`config.mk`:
```
export PLATFORM = sky130hd
export DESIGN_NAME = ddcpu_top
export DESIGN_NICKNAME = d
export VERILOG_FILES = /design/src/hdl/ddcpu_pkg.sv /design/src/hdl/ddcpu_top.sv /design/src/hdl/dispatcher.sv /design/src/hdl/packet_loader.sv /design/src/hdl/packet_queue.sv /design/src/hdl/worker.sv /design/src/hdl/worker_fork.sv
export SDC_FILE = /design/constraint.sdc
export NUM_CORES = 1
export LEC_CHECK = 0
export ABC_AREA = 1
export BUFFER_PORTS_ARGS = -buffer_cell sky130_fd_sc_hd__buf_4
export CORE_UTILIZATION = 30
export CTS_CLUSTER_DIAMETER = 40
export CTS_CLUSTER_SIZE = 25
export DETAILED_ROUTE_END_ITERATION = 10
export GPL_TIMING_DRIVEN = 0
export PLACE_DENSITY = 0.53
export SLEW_MARGIN = 20
export SYNTH_ARGS = -nofsm -noshare
export SYNTH_HDL_FRONTEND = slang
export SYNTH_SLANG_ARGS = --single-unit
```
`constraint.sdc`:
```
create_clock -name CLK -period 10.2 [get_ports CLK]
set_clock_uncertainty 0.05 [all_clocks]
set_input_delay 0.51 -clock CLK [delete_from_list [all_inputs] [get_ports CLK]]
set_output_delay 0.51 -clock CLK [all_outputs]
set_load 0.02 [all_outputs]
```
`src/hdl/ddcpu_pkg.sv`:
```
package ddcpu_pkg;

   parameter int ADDR_WIDTH   = 32;
   parameter int DATA_WIDTH   = 32;
   parameter int OPCODE_WIDTH = 4;
   parameter int TAG_WIDTH    = 12;
   parameter int VALUE_WIDTH  = 16;

   // codes not listed here pass the value through
   typedef enum logic [OPCODE_WIDTH-1:0] {
      OP_END  = 4'd0,
      OP_JUMP = 4'd1,
      OP_INC  = 4'd2,
      OP_NEG  = 4'd3,
      OP_XOR  = 4'd4,
      OP_SQR  = 4'd5
   } opcode_e;

   parameter logic [VALUE_WIDTH-1:0] XOR_KEY = 16'h5A5A;

   typedef struct packed {
      opcode_e                opcode;
      logic [TAG_WIDTH-1:0]   tag;
      logic [VALUE_WIDTH-1:0] value;
   } op_view_t;

   // word index, byte address is index * 4
   typedef struct packed {
      opcode_e                              opcode;
      logic [DATA_WIDTH-OPCODE_WIDTH-1:0]   target;
   } jump_view_t;

   typedef union packed {
      op_view_t   op;
      jump_view_t jump;
   } packet_t;

   typedef packet_t op_packet_t;

   typedef struct packed {
      logic [TAG_WIDTH-1:0]   tag;
      logic [VALUE_WIDTH-1:0] value;
   } result_t;

endpackage

```
`src/hdl/ddcpu_top.sv`:
```
`timescale 1ns/1ns

module ddcpu_top #(
   parameter int WORKER_NUM  = 3,
   parameter int QUEUE_DEPTH = 8
) (
   input  logic                                CLK,
   input  logic                                RST,
   input  logic                                i_start,
   input  logic [ddcpu_pkg::ADDR_WIDTH-1:0]    i_pcaddr,
   output logic                                o_stop,
   output logic [ddcpu_pkg::ADDR_WIDTH-1:0]    o_araddr,
   output logic                                o_arvalid,
   input  logic                                i_arready,
   input  logic [ddcpu_pkg::DATA_WIDTH-1:0]    i_rdata,
   input  logic                                i_rvalid,
   output logic                                o_rready,
   output logic                                o_res_valid,
   output logic [ddcpu_pkg::TAG_WIDTH-1:0]     o_res_tag,
   output logic [ddcpu_pkg::VALUE_WIDTH-1:0]   o_res_value,
   input  logic                                i_res_ready
);

   ddcpu_pkg::op_packet_t ld_pkt;
   logic                  ld_valid;
   logic                  ld_ready;
   logic                  issue;
   logic                  fetch_done;

   ddcpu_pkg::op_packet_t q_pkt;
   logic                  q_valid;
   logic                  q_ready;

   logic [WORKER_NUM-1:0] wk_valid;
   logic [WORKER_NUM-1:0] wk_ready;

   // per-worker results, flattened
   ddcpu_pkg::result_t [WORKER_NUM-1:0] wk_res;
   logic [WORKER_NUM-1:0]               wk_res_valid;
   logic [WORKER_NUM-1:0]               wk_res_ready;

   packet_loader u_loader (
      .CLK          (CLK),
      .RST          (RST),
      .i_start      (i_start),
      .i_stop       (o_stop),
      .i_pcaddr     (i_pcaddr),
      .o_araddr     (o_araddr),
      .o_arvalid    (o_arvalid),
      .i_arready    (i_arready),
      .i_rdata      (i_rdata),
      .i_rvalid     (i_rvalid),
      .o_rready     (o_rready),
      .o_pkt        (ld_pkt),
      .o_pkt_valid  (ld_valid),
      .i_pkt_ready  (ld_ready),
      .o_issue      (issue),
      .o_fetch_done (fetch_done)
   );

   packet_queue #(.QUEUE_DEPTH(QUEUE_DEPTH)) u_queue (
      .CLK          (CLK),
      .RST          (RST),
      .i_pkt        (ld_pkt),
      .i_push_valid (ld_valid),
      .o_push_ready (ld_ready),
      .o_pkt        (q_pkt),
      .o_pop_valid  (q_valid),
      .i_pop_ready  (q_ready)
   );

   // packet data goes straight to every worker, only valid is steered
   worker_fork #(.WORKER_NUM(WORKER_NUM)) u_fork (
      .CLK         (CLK),
      .RST         (RST),
      .i_pkt_valid (q_valid),
      .o_pkt_ready (q_ready),
      .o_wk_valid  (wk_valid),
      .i_wk_ready  (wk_ready)
   );

   for (genvar w = 0; w < WORKER_NUM; w++) begin : g_worker
      worker u_worker (
         .CLK         (CLK),
         .RST         (RST),
         .i_pkt       (q_pkt),
         .i_pkt_valid (wk_valid[w]),
         .o_pkt_ready (wk_ready[w]),
         .o_res       (wk_res[w]),
         .o_res_valid (wk_res_valid[w]),
         .i_res_ready (wk_res_ready[w])
      );
   end

   dispatcher #(.WORKER_NUM(WORKER_NUM)) u_dispatcher (
      .CLK          (CLK),
      .RST          (RST),
      .i_start      (i_start),
      .i_wk_res     (wk_res),
      .i_wk_valid   (wk_res_valid),
      .o_wk_ready   (wk_res_ready),
      .i_issue      (issue),
      .i_fetch_done (fetch_done),
      .o_stop       (o_stop),
      .o_res_valid  (o_res_valid),
      .o_res_tag    (o_res_tag),
      .o_res_value  (o_res_value),
      .i_res_ready  (i_res_ready)
   );

endmodule

```
`src/hdl/dispatcher.sv`:
```
`timescale 1ns/1ns

module dispatcher #(
   parameter int WORKER_NUM = 3
) (
   input  logic                                CLK,
   input  logic                                RST,
   input  logic                                i_start,
   input  ddcpu_pkg::result_t [WORKER_NUM-1:0] i_wk_res,
   input  logic [WORKER_NUM-1:0]               i_wk_valid,
   output logic [WORKER_NUM-1:0]               o_wk_ready,
   input  logic                                i_issue,
   input  logic                                i_fetch_done,
   output logic                                o_stop,
   output logic                                o_res_valid,
   output logic [ddcpu_pkg::TAG_WIDTH-1:0]     o_res_tag,
   output logic [ddcpu_pkg::VALUE_WIDTH-1:0]   o_res_value,
   input  logic                                i_res_ready
);

   localparam int IDX_W = (WORKER_NUM > 1) ? $clog2(WORKER_NUM) : 1;
   localparam int CNT_W = 16;

   logic [IDX_W-1:0]   last;
   logic [IDX_W-1:0]   sel;
   logic               found;
   logic               take;
   logic               out_xfer;
   logic               exec_end;
   logic [CNT_W-1:0]   outstanding;
   ddcpu_pkg::result_t slot;
   int unsigned        cand;

   always_comb begin
      found = 1'b0;
      sel   = last;
      cand  = 0;
      for (int k = 0; k < WORKER_NUM; k++) begin
         cand = last + 1 + k;
         if (cand >= WORKER_NUM) cand = cand - WORKER_NUM;
         if (!found && i_wk_valid[cand]) begin
            found = 1'b1;
            sel   = IDX_W'(cand);
         end
      end
   end

   // slot refills in the same cycle it drains
   assign take     = found && (!o_res_valid || i_res_ready);
   assign out_xfer = o_res_valid && i_res_ready;
   assign exec_end = i_fetch_done && (outstanding == '0) && !o_stop;

   always_comb begin
      o_wk_ready = '0;
      if (take) o_wk_ready[sel] = 1'b1;
   end

   assign o_res_tag   = slot.tag;
   assign o_res_value = slot.value;

   always_ff @(posedge CLK) begin
      if (RST) begin
         last        <= IDX_W'(WORKER_NUM - 1);
         o_res_valid <= 1'b0;
         outstanding <= '0;
         o_stop      <= 1'b1;
      end else begin
         if (take) begin
            o_res_valid <= 1'b1;
            last        <= sel;
         end else if (out_xfer) begin
            o_res_valid <= 1'b0;
         end
         if (i_issue && !out_xfer) outstanding <= outstanding + 1'b1;
         else if (out_xfer && !i_issue) outstanding <= outstanding - 1'b1;
         if (exec_end) o_stop <= 1'b1;
         else if (i_start && o_stop) o_stop <= 1'b0;
      end
   end

   always_ff @(posedge CLK) begin
      if (take) slot <= i_wk_res[sel];
   end

   // every result leaving must have been issued by the loader
   a_outstanding_nonneg: assert property (@(posedge CLK) disable iff (RST)
      (out_xfer && !i_issue) |-> (outstanding != '0))
      else $error("result sent with no packet outstanding");

endmodule

```
`src/hdl/packet_loader.sv`:
```
`timescale 1ns/1ns

module packet_loader (
   input  logic                              CLK,
   input  logic                              RST,
   input  logic                              i_start,
   input  logic                              i_stop,
   input  logic [ddcpu_pkg::ADDR_WIDTH-1:0]  i_pcaddr,
   output logic [ddcpu_pkg::ADDR_WIDTH-1:0]  o_araddr,
   output logic                              o_arvalid,
   input  logic                              i_arready,
   input  logic [ddcpu_pkg::DATA_WIDTH-1:0]  i_rdata,
   input  logic                              i_rvalid,
   output logic                              o_rready,
   output ddcpu_pkg::op_packet_t             o_pkt,
   output logic                              o_pkt_valid,
   input  logic                              i_pkt_ready,
   output logic                              o_issue,
   output logic                              o_fetch_done
);

   localparam logic [1:0] ST_IDLE = 2'd0;
   localparam logic [1:0] ST_ADDR = 2'd1;
   localparam logic [1:0] ST_DATA = 2'd2;
   localparam logic [1:0] ST_PUSH = 2'd3;

   logic [1:0]                       state;
   ddcpu_pkg::packet_t               rd_word;
   logic [ddcpu_pkg::ADDR_WIDTH-1:0] jump_addr;
   logic                             rd_xfer;

   assign rd_word   = i_rdata;
   assign jump_addr = ddcpu_pkg::ADDR_WIDTH'({rd_word.jump.target, 2'b00});
   assign rd_xfer   = (state == ST_DATA) && i_rvalid;

   assign o_arvalid   = (state == ST_ADDR);
   assign o_rready    = (state == ST_DATA);
   assign o_pkt_valid = (state == ST_PUSH);
   assign o_issue     = o_pkt_valid && i_pkt_ready;

   always_ff @(posedge CLK) begin
      if (RST) begin
         state        <= ST_IDLE;
         o_fetch_done <= 1'b0;
      end else begin
         // new run clears the END marker
         if (i_start && i_stop) begin
            o_fetch_done <= 1'b0;
         end
         case (state)
            ST_IDLE: if (!i_stop && !o_fetch_done) state <= ST_ADDR;
            ST_ADDR: if (i_arready) state <= ST_DATA;
            ST_DATA: begin
               if (i_rvalid) begin
                  case (rd_word.op.opcode)
                     ddcpu_pkg::OP_END: begin
                        state        <= ST_IDLE;
                        o_fetch_done <= 1'b1;
                     end
                     ddcpu_pkg::OP_JUMP: state <= ST_ADDR;
                     default:            state <= ST_PUSH;
                  endcase
               end
            end
            default: if (i_pkt_ready) state <= ST_ADDR;
         endcase
      end
   end

   // fetch address and held packet
   always_ff @(posedge CLK) begin
      if (state == ST_IDLE) begin
         o_araddr <= i_pcaddr;
      end else if (rd_xfer && rd_word.op.opcode == ddcpu_pkg::OP_JUMP) begin
         o_araddr <= jump_addr;
      end else if (o_issue) begin
         o_araddr <= o_araddr + ddcpu_pkg::ADDR_WIDTH'(4);
      end
      if (rd_xfer) begin
         o_pkt <= rd_word;
      end
   end

   a_no_read_in_push: assert property (@(posedge CLK) disable iff (RST)
      (state == ST_PUSH) |-> $stable(o_araddr))
      else $error("read address moved while a packet waits for the queue");

endmodule

```
`src/hdl/packet_queue.sv`:
```
`timescale 1ns/1ns

module packet_queue #(
   parameter int QUEUE_DEPTH = 8
) (
   input  logic                  CLK,
   input  logic                  RST,
   input  ddcpu_pkg::op_packet_t i_pkt,
   input  logic                  i_push_valid,
   output logic                  o_push_ready,
   output ddcpu_pkg::op_packet_t o_pkt,
   output logic                  o_pop_valid,
   input  logic                  i_pop_ready
);

   localparam int PTR_W = (QUEUE_DEPTH > 1) ? $clog2(QUEUE_DEPTH) : 1;

   ddcpu_pkg::op_packet_t mem [QUEUE_DEPTH];
   logic [PTR_W-1:0]      wr_ptr;
   logic [PTR_W-1:0]      rd_ptr;
   logic [PTR_W:0]        count;
   logic                  push;
   logic                  pop;

   assign o_push_ready = (count != (PTR_W + 1)'(QUEUE_DEPTH));
   assign o_pop_valid  = (count != '0);
   assign o_pkt        = mem[rd_ptr];
   assign push         = i_push_valid && o_push_ready;
   assign pop          = o_pop_valid && i_pop_ready;

   always_ff @(posedge CLK) begin
      if (RST) begin
         wr_ptr <= '0;
         rd_ptr <= '0;
         count  <= '0;
      end else begin
         // pointers wrap, depth is a power of two
         if (push) wr_ptr <= wr_ptr + 1'b1;
         if (pop) rd_ptr <= rd_ptr + 1'b1;
         if (push && !pop) count <= count + 1'b1;
         else if (pop && !push) count <= count - 1'b1;
      end
   end

   always_ff @(posedge CLK) begin
      if (push) mem[wr_ptr] <= i_pkt;
   end

   a_no_push_when_full: assert property (@(posedge CLK) disable iff (RST)
      count <= (PTR_W + 1)'(QUEUE_DEPTH))
      else $error("packet pushed into a full queue");

endmodule

```
`src/hdl/worker.sv`:
```
`timescale 1ns/1ns

module worker (
   input  logic                  CLK,
   input  logic                  RST,
   input  ddcpu_pkg::op_packet_t i_pkt,
   input  logic                  i_pkt_valid,
   output logic                  o_pkt_ready,
   output ddcpu_pkg::result_t    o_res,
   output logic                  o_res_valid,
   input  logic                  i_res_ready
);

   localparam int STEP_W = $clog2(ddcpu_pkg::VALUE_WIDTH);

   localparam logic [1:0] ST_IDLE = 2'd0;
   localparam logic [1:0] ST_MUL  = 2'd1;
   localparam logic [1:0] ST_DONE = 2'd2;

   logic [1:0]                        state;
   logic [STEP_W-1:0]                 step;
   logic [ddcpu_pkg::VALUE_WIDTH-1:0] mcand;
   logic [ddcpu_pkg::VALUE_WIDTH-1:0] mplier;
   logic                              take;

   assign o_pkt_ready = (state == ST_IDLE);
   assign o_res_valid = (state == ST_DONE);
   assign take        = i_pkt_valid && o_pkt_ready;

   always_ff @(posedge CLK) begin
      if (RST) begin
         state <= ST_IDLE;
         step  <= '0;
      end else begin
         case (state)
            ST_IDLE: begin
               if (take) begin
                  step  <= '0;
                  state <= (i_pkt.op.opcode == ddcpu_pkg::OP_SQR) ? ST_MUL : ST_DONE;
               end
            end
            ST_MUL: begin
               step <= step + 1'b1;
               if (step == STEP_W'(ddcpu_pkg::VALUE_WIDTH - 1)) state <= ST_DONE;
            end
            default: if (i_res_ready) state <= ST_IDLE;
         endcase
      end
   end

   always_ff @(posedge CLK) begin
      if (take) begin
         o_res.tag <= i_pkt.op.tag;
         mcand     <= i_pkt.op.value;
         mplier    <= i_pkt.op.value;
         case (i_pkt.op.opcode)
            ddcpu_pkg::OP_INC: o_res.value <= i_pkt.op.value + 1'b1;
            ddcpu_pkg::OP_NEG: o_res.value <= -i_pkt.op.value;
            ddcpu_pkg::OP_XOR: o_res.value <= i_pkt.op.value ^ ddcpu_pkg::XOR_KEY;
            ddcpu_pkg::OP_SQR: o_res.value <= '0;
            default:           o_res.value <= i_pkt.op.value;
         endcase
      end else if (state == ST_MUL) begin
         // one shift-add step per cycle, low half only
         o_res.value <= o_res.value + (mplier[0] ? mcand : '0);
         mcand       <= mcand << 1;
         mplier      <= mplier >> 1;
      end
   end

   a_no_take_while_pending: assert property (@(posedge CLK) disable iff (RST)
      (o_res_valid && !i_res_ready) |=> (o_res_valid && $stable(o_res)))
      else $error("worker accepted a packet with a result pending");

endmodule

```
`src/hdl/worker_fork.sv`:
```
`timescale 1ns/1ns

module worker_fork #(
   parameter int WORKER_NUM = 3
) (
   input  logic                  CLK,
   input  logic                  RST,
   input  logic                  i_pkt_valid,
   output logic                  o_pkt_ready,
   output logic [WORKER_NUM-1:0] o_wk_valid,
   input  logic [WORKER_NUM-1:0] i_wk_ready
);

   localparam int IDX_W = (WORKER_NUM > 1) ? $clog2(WORKER_NUM) : 1;

   logic [IDX_W-1:0] last;
   logic [IDX_W-1:0] sel;
   logic             found;
   int unsigned      cand;

   // first idle worker after the last one served
   always_comb begin
      found = 1'b0;
      sel   = last;
      cand  = 0;
      for (int k = 0; k < WORKER_NUM; k++) begin
         cand = last + 1 + k;
         if (cand >= WORKER_NUM) cand = cand - WORKER_NUM;
         if (!found && i_wk_ready[cand]) begin
            found = 1'b1;
            sel   = IDX_W'(cand);
         end
      end
   end

   always_comb begin
      o_wk_valid = '0;
      if (i_pkt_valid && found) o_wk_valid[sel] = 1'b1;
   end

   assign o_pkt_ready = found;

   always_ff @(posedge CLK) begin
      if (RST) begin
         last <= IDX_W'(WORKER_NUM - 1);
      end else if (i_pkt_valid && found) begin
         last <= sel;
      end
   end

endmodule

```
# After elaboration in Yosys (flattened, before gate mapping)
# Memories as Yosys holds them, arrays and structs flattened. A register that Yosys moved wholly into a read port is not among the register bits.
# Cells that the tools add are included.
[totals] ff_bits=325 ramBits=256 in_bits=70 out_inout_bits=64 elab_cells=269 memories=1
[memory_table] memory="u_queue.mem" depth=8 width=32 rd=1 rd_clocked_by_memory_dff=1 wr=1 line_no="packet_queue.sv:18" source="ddcpu_pkg::op_packet_t mem [QUEUE_DEPTH];"
[op_classes] n_addsub=27 n_lt_le_gt_ge=16 eq_ne=27 muxes=102 bitwise_logic=1 n_reduce_logical=63
[ops] op="$mux W16" count=23
[ops] op="$mux W32" count=9
[ops] op="$lt A32 B3 Y1 const B" count=6
[ops] op="$ge A32 B2 Y1 const B" count=4
[ops] op="$sub A32 B2 Y32 const B" count=4
[ops] op="$add A32 B1 Y32 const B" count=2
[ops] op="$add A32 B2 Y32 const B" count=2
[ops] op="$pmux W16 S4" count=1
[ops] op="$bmux W28 S2" count=1
[ops] op="$add A16 B16 Y16" count=3
[ops] op="$mux W2" count=20
[ops] op="$add A16 B1 Y16 const B" count=2
[ops] op="$add A32 B3 Y32 const B" count=1
[ops] op="$mux W28" count=1
[ops] op="$pmux W4 S2" count=3
[ops] op="$logic_and A1 B1 Y1" count=23
[ops] op="$mux W1" count=22
[ops] op="$mux W4" count=5
[ops] op="$reduce_bool A2 Y1" count=9
[ops] op="$add A4 B1 Y4 const B" count=4
[ops] op="$logic_not A16 Y1" count=1
[ops] op="$neg A16 Y16" count=1
[ops] op="$pmux W2 S2" count=4
[ops] op="$sub A16 B1 Y16 const B" count=1
[ops] op="other kinds (31)" count=84

# Depth between registers and ports, before layout
[depth] word_depth=20 mapped_depth=21

# Cells and area by module
# A second synthesis with hierarchy kept.
[hier_totals] cells_unflattened=3969 hier_area_um2=32663.8
[by_module_without_submodules] module="packet_queue" instances=1 cells_each=878 area_per_inst_um2=10694.0
[by_module_without_submodules] module="worker (g_worker[0].u_worker ...)" instances=2 cells_each=680 area_per_inst_um2=4753.3
[by_module_without_submodules] module="worker (g_worker[2].u_worker)" instances=1 cells_each=664 area_per_inst_um2=4675.7
[by_module_without_submodules] module="packet_loader" instances=1 cells_each=461 area_per_inst_um2=3737.3
[by_module_without_submodules] module="dispatcher" instances=1 cells_each=531 area_per_inst_um2=3594.7
[by_module_without_submodules] module="worker_fork" instances=1 cells_each=75 area_per_inst_um2=455.4

# Least setup slack after synthesis
# OpenSTA, ideal clock, no wires.
[synth_path] path_kind="flip-flop to flip-flop" startpoint="register u_loader.state[0]" endpoint="register u_loader.o_araddr[10] (netlist name) (enable)" setup_time_ns=0.387 arrival_time_ns=3.137 required_time_ns=9.763 slack_ns=6.626 path_stages_with_launch=10 n_path_buf=1 period_less_slack_ns=3.574 cell_sequence="dfxtp_1 -> inv_1 -> ha_1 -> nand2_1 -> inv_1 -> nand4_1 -> inv_1 -> buf_1 -> nor2_1 -> nand2_1"
[synth_via] elab_chain_cells=4 elab_cells_between_ends=7 cone_classes="2 x eq/ne; 5 x reduce/logical"
[synth_rtl] element="start, declared" line_no="packet_loader.sv:27" source="logic [1:0] state;"
[synth_rtl] element="start signal, assigned" line_no="packet_loader.sv:43" source="state <= ST_IDLE;"
[synth_rtl] element="start signal, assigned" line_no="packet_loader.sv:51" source="ST_IDLE: if (!i_stop && !o_fetch_done) state <= ST_ADDR;"
[synth_rtl] element="start signal, assigned" line_no="packet_loader.sv:52" source="ST_ADDR: if (i_arready) state <= ST_DATA;"
[synth_rtl] element="$eq A2 B2 Y1"
[synth_rtl] element="net o_rready" line_no="ddcpu_top.sv:17" source="output logic o_rready,"
[synth_rtl] element="$logic_and A1 B1 Y1" line_no="packet_loader.sv:34" source="assign rd_xfer = (state == ST_DATA) && i_rvalid;"
[synth_rtl] element="net u_loader.rd_xfer" line_no="packet_loader.sv:30" source="logic rd_xfer;"
[synth_rtl] element="$logic_and A1 B1 Y1" line_no="packet_loader.sv:74" source="end else if (rd_xfer && rd_word.op.opcode == ddcpu_pkg::OP_JUMP) begin"
[synth_rtl] element="$reduce_bool A3 Y1 (no line)"
[synth_rtl] element="end signal, assigned" line_no="packet_loader.sv:73" source="o_araddr <= i_pcaddr;"
[synth_rtl] element="end signal, assigned" line_no="packet_loader.sv:75" source="o_araddr <= jump_addr;"
[synth_rtl] element="end signal, assigned" line_no="packet_loader.sv:77" source="o_araddr <= o_araddr + ddcpu_pkg::ADDR_WIDTH'(4);"
[synth_rtl] element="end, declared" line_no="packet_loader.sv:9" source="output logic [ddcpu_pkg::ADDR_WIDTH-1:0] o_araddr,"
# The timed path passes the listed nets, and every way through them passes these cells.
# A chain may end at the register's enable or synchronous reset.

# Worst setup path after layout
[layout_path] startpoint="input port i_rdata[31] (netlist name)" endpoint="register u_loader.o_araddr[3] (netlist name) (enable)"
[layout_via] elab_chain_cells=3
[layout_rtl] element="start, declared" line_no="ddcpu_top.sv:15" source="input logic [ddcpu_pkg::DATA_WIDTH-1:0] i_rdata,"
[layout_rtl] element="$eq A4 B1 Y1" line_no="packet_loader.sv:74"
[layout_rtl] element="$logic_and A1 B1 Y1" line_no="packet_loader.sv:74"
[layout_rtl] element="$reduce_bool A3 Y1 (no line)"
# Every way passes these cells.

==> results.md <==
* Most common cell after layout, fill and taps aside: nand2_1
* CTS clk-pin slew, worst paths at 0.06 ns
* Synthesis-to-finish area growth at 23.2%
* I/O pins at 134
* GRT met1 Usage at 23.4%
* Endpoints failing setup at 0
* Worst endpoint data arrival time at 4.51 ns
* Min-delay worst type: primary input to flop
* Hpwl dp at 63,000 µm
* Crit end category: flop
* Initial DRC Count at 1,735
* Routed vias at 22,900
* CP max stage cell: nand4_1
* Inserted Clock Buffers at 101
* Die Y at 315 µm
* Top FF cell, synth: edfxtp_1
* Post-route setup TNS at 0 ns
* Hold worst-path end: u_loader.o_araddr[0]
* Post-DRT Antenna Nets at 0
* Met2 Resource Use GR at 28.9%
* Die width at 315 µm
* Vias/cell at 4.76
* Cell Rows at 114
* Root Driver: clkbuf_16
* First-pass GRT wire length at 133,000 µm
* Max cap viols at 0
* Most used cell, CP: nor2_1
* Final Cell Area at 36,100 µm²
* H-tree depth at 3
* Post-Syn Nets at 3,307
* CTS sink cnt at 584
* Placed cell areas at 32,400 µm²
* Fin crit share at 41.8%
* Buffers on Ports at 132
* Core area at 96,700 µm²
* Grt met3 use at 2.94%
* Hold path cells at 3
* Reg2reg start: u_loader.state[0]
* Drt wl/cell at 18.2 µm
* Layout cells sized above 1 at 13.7%
* DRC Markers at 0
* R2r endpoint: u_loader.o_araddr[3]
* Crit path largest cell delay at 0.74 ns
* Vias in the first global route at 22,300
* Flop-to-flop setup slack at 5.96 ns
* Worst Max-Slew Pin Slew at 0.880 ns
* Crit path time final at 4.27 ns
* Relative slew slack at 40.7%
* Register-to-Register Path Depth at 10
* CP required at 10.44 ns
* EDFF count, synth at 528
* Initial antenna violation count at 0
* Final Max Slew Viols at 0
* Outcome: finished, final reports clean
* Async S/R FF share, synth at 0%
* Layout net count at 3,591
* TritonCTS clock tree: built
* Synthesized area per cell at 9.31 µm²
* Cells after Synth at 3,150
* Critical path type: primary input to flop
* Most frequent cells in the layout: nand2_1, edfxtp_1, inv_1
* CP max FO at 30
* Synth warnings at 0
* Routed wire length at 87,300 µm
* Antenna Cells at 0
* Bufs on Longest Clock Path at 3
* Synthesized cell area at 29,300 µm²
* RSZ-0062 raised after global routing: false
* Sequential element share of the synthesized area at 57.9%
* Gr busiest metal: met2
* Starting density of the core at 30.3%
* Post-CTS setup buffers at 0
* Die ar. at 99,000 µm²
* Synth Register Bits at 584
* Hold Vio Cnt, Final at 0
* Fmax at 0.234 GHz
* Total gr overflow at 0
* Critical Path, Cell by Cell: dlygate4sd3_1 -> buf_4 -> nor2_1 -> nand4_1 -> inv_1 -> buf_1 -> nor2_1 -> nand2_2
* GRT Util Overall at 17.6%
* Worst-Skew Late Latency at 0.66 ns
* Worst setup SP type: primary input
* Post-synth cell types at 54
* Pre-antenna DRT Iters at 5
* Resized cells post-CTS at 0
* Hold_sp: i_pcaddr[0]
* Largest net degree at the start of global routing at 52
* Routability congestion estimate at 0.937
==> through the flow <==
step / setup slack, ns / std cells / util, % / hold WS, ns
2_1_floorplan: 6.63 / 3150 / - / 0.372
3_3_place_gp: 4.29 / 4558 / 33.0 / 0.392
3_5_place_dp: 5.84 / 4575 / 33.5 / 0.396
4_1_cts: 5.97 / 4797 / 37.3 / 0.0200
5_1_grt: 5.80 / 4797 / 37.3 / 0.0588
6_report: 5.93 / 4797 / 37.3 / 0.0574
==> registers in the layout (all words and copies together), names as in the netlist, named ones only <==
signal and count:
u_queue.mem 256, g_worker.u_worker.o_res 84, u_dispatcher.last 2, u_queue.count 4
u_loader.o_araddr 32, u_loader.o_pkt 32, u_fork.last 2, u_loader.o_fetch_done 1
u_dispatcher.outstanding 16, u_dispatcher.o_stop 1, g_worker.u_worker.step 12, u_dispatcher.o_res_valid 1
u_dispatcher.o_res_tag 12, u_queue.rd_ptr 3, g_worker.u_worker.mplier 48, g_worker.u_worker.mcand 48
u_queue.wr_ptr 3, u_dispatcher.o_res_value 16, u_loader.state 2, g_worker.u_worker.state 6
==> cells by family (layout without fill, tap and decap cells) <==
group           count (synthesis)  after routing  share of synthesized area [%]
fa+ha+maj                      87             87                           3.84
flops                         584            584                           57.9
simple gates                 1546           1546                           21.9
buf+inv                       424            795                           6.17
xor+xnor                       66             66                           1.97
compound gates                443            443                           8.24
==> what timing repair did <==
action,CTS,global route
hold buffers,32,0
endpoints found under the hold margin,32,0
setup endpoints to repair,0,0
==> worst max-delay path, delay by kind of cell <==
family / cells / cell delay, ns
AND/OR/NAND/NOR: 4 / 2.31
buffers and inverters: 4 / 1.64
==> layout make-up <==
class / count / area (µm²)
Fill cell: 9758 / 60600
Tap cell: 1276 / 1600
Clock inverter: 72 / 709
Inverter: 312 / 1180
Sequential cell: 584 / 17000
Timing Repair Buffer: 181 / 1700
Buffer: 112 / 632
Multi-Input combinational cell: 2142 / 10600
Clock buffer: 118 / 2700
==> metal layers <==
layer  wire (µm)  vias up
met4        2710        0
met5           0        -
met3        5400      159
met1       38600    10700
li1            -    11200
met2       40600      719
==> synthesized netlist by cell type (8+ instances only) <==
cell type / number / area share [%]
a21oi_1: 120 / 2.0
a31oi_1: 13 / 0.28
buf_2: 37 / 0.63
buf_4: 16 / 0.41
buf_6: 14 / 0.54
clkbuf_1: 40 / 0.51
dfxtp_1: 56 / 3.8
edfxtp_1: 528 / 54
ha_1: 82 / 3.5
inv_1: 292 / 3.7
inv_2: 18 / 0.23
nand2_1: 943 / 12
nand2_2: 16 / 0.34
nand3_1: 217 / 3.7
nand4_1: 26 / 0.55
nor2_1: 268 / 3.4
nor2_2: 11 / 0.23
nor3_1: 26 / 0.44
nor4_1: 10 / 0.21
o211ai_1: 13 / 0.33
o21ai_0: 202 / 3.4
o21ai_1: 37 / 0.63
o22ai_1: 16 / 0.34
or2_2: 8 / 0.17
xnor2_1: 24 / 0.72
xor2_1: 42 / 1.3
==> how the worst max path moves through the flow <==
stage | end | from | slack [ns]
2_1_floorplan | u_loader.o_araddr[10] | u_loader.state[0] | 6.63
3_3_place_gp | u_loader.o_araddr[7] | u_loader.state[0] | 4.29
3_5_place_dp | u_loader.o_araddr[7] | i_rdata[31] | 5.84
4_1_cts | u_loader.o_araddr[29] | i_rdata[31] | 5.97
5_1_grt | u_loader.o_araddr[20] | u_loader.state[0] | 5.80
6_report | u_loader.o_araddr[3] | i_rdata[31] | 5.93
Power is not shown: default switching activity piles up to over one toggle a cycle in this logic, so the estimate is an artifact.
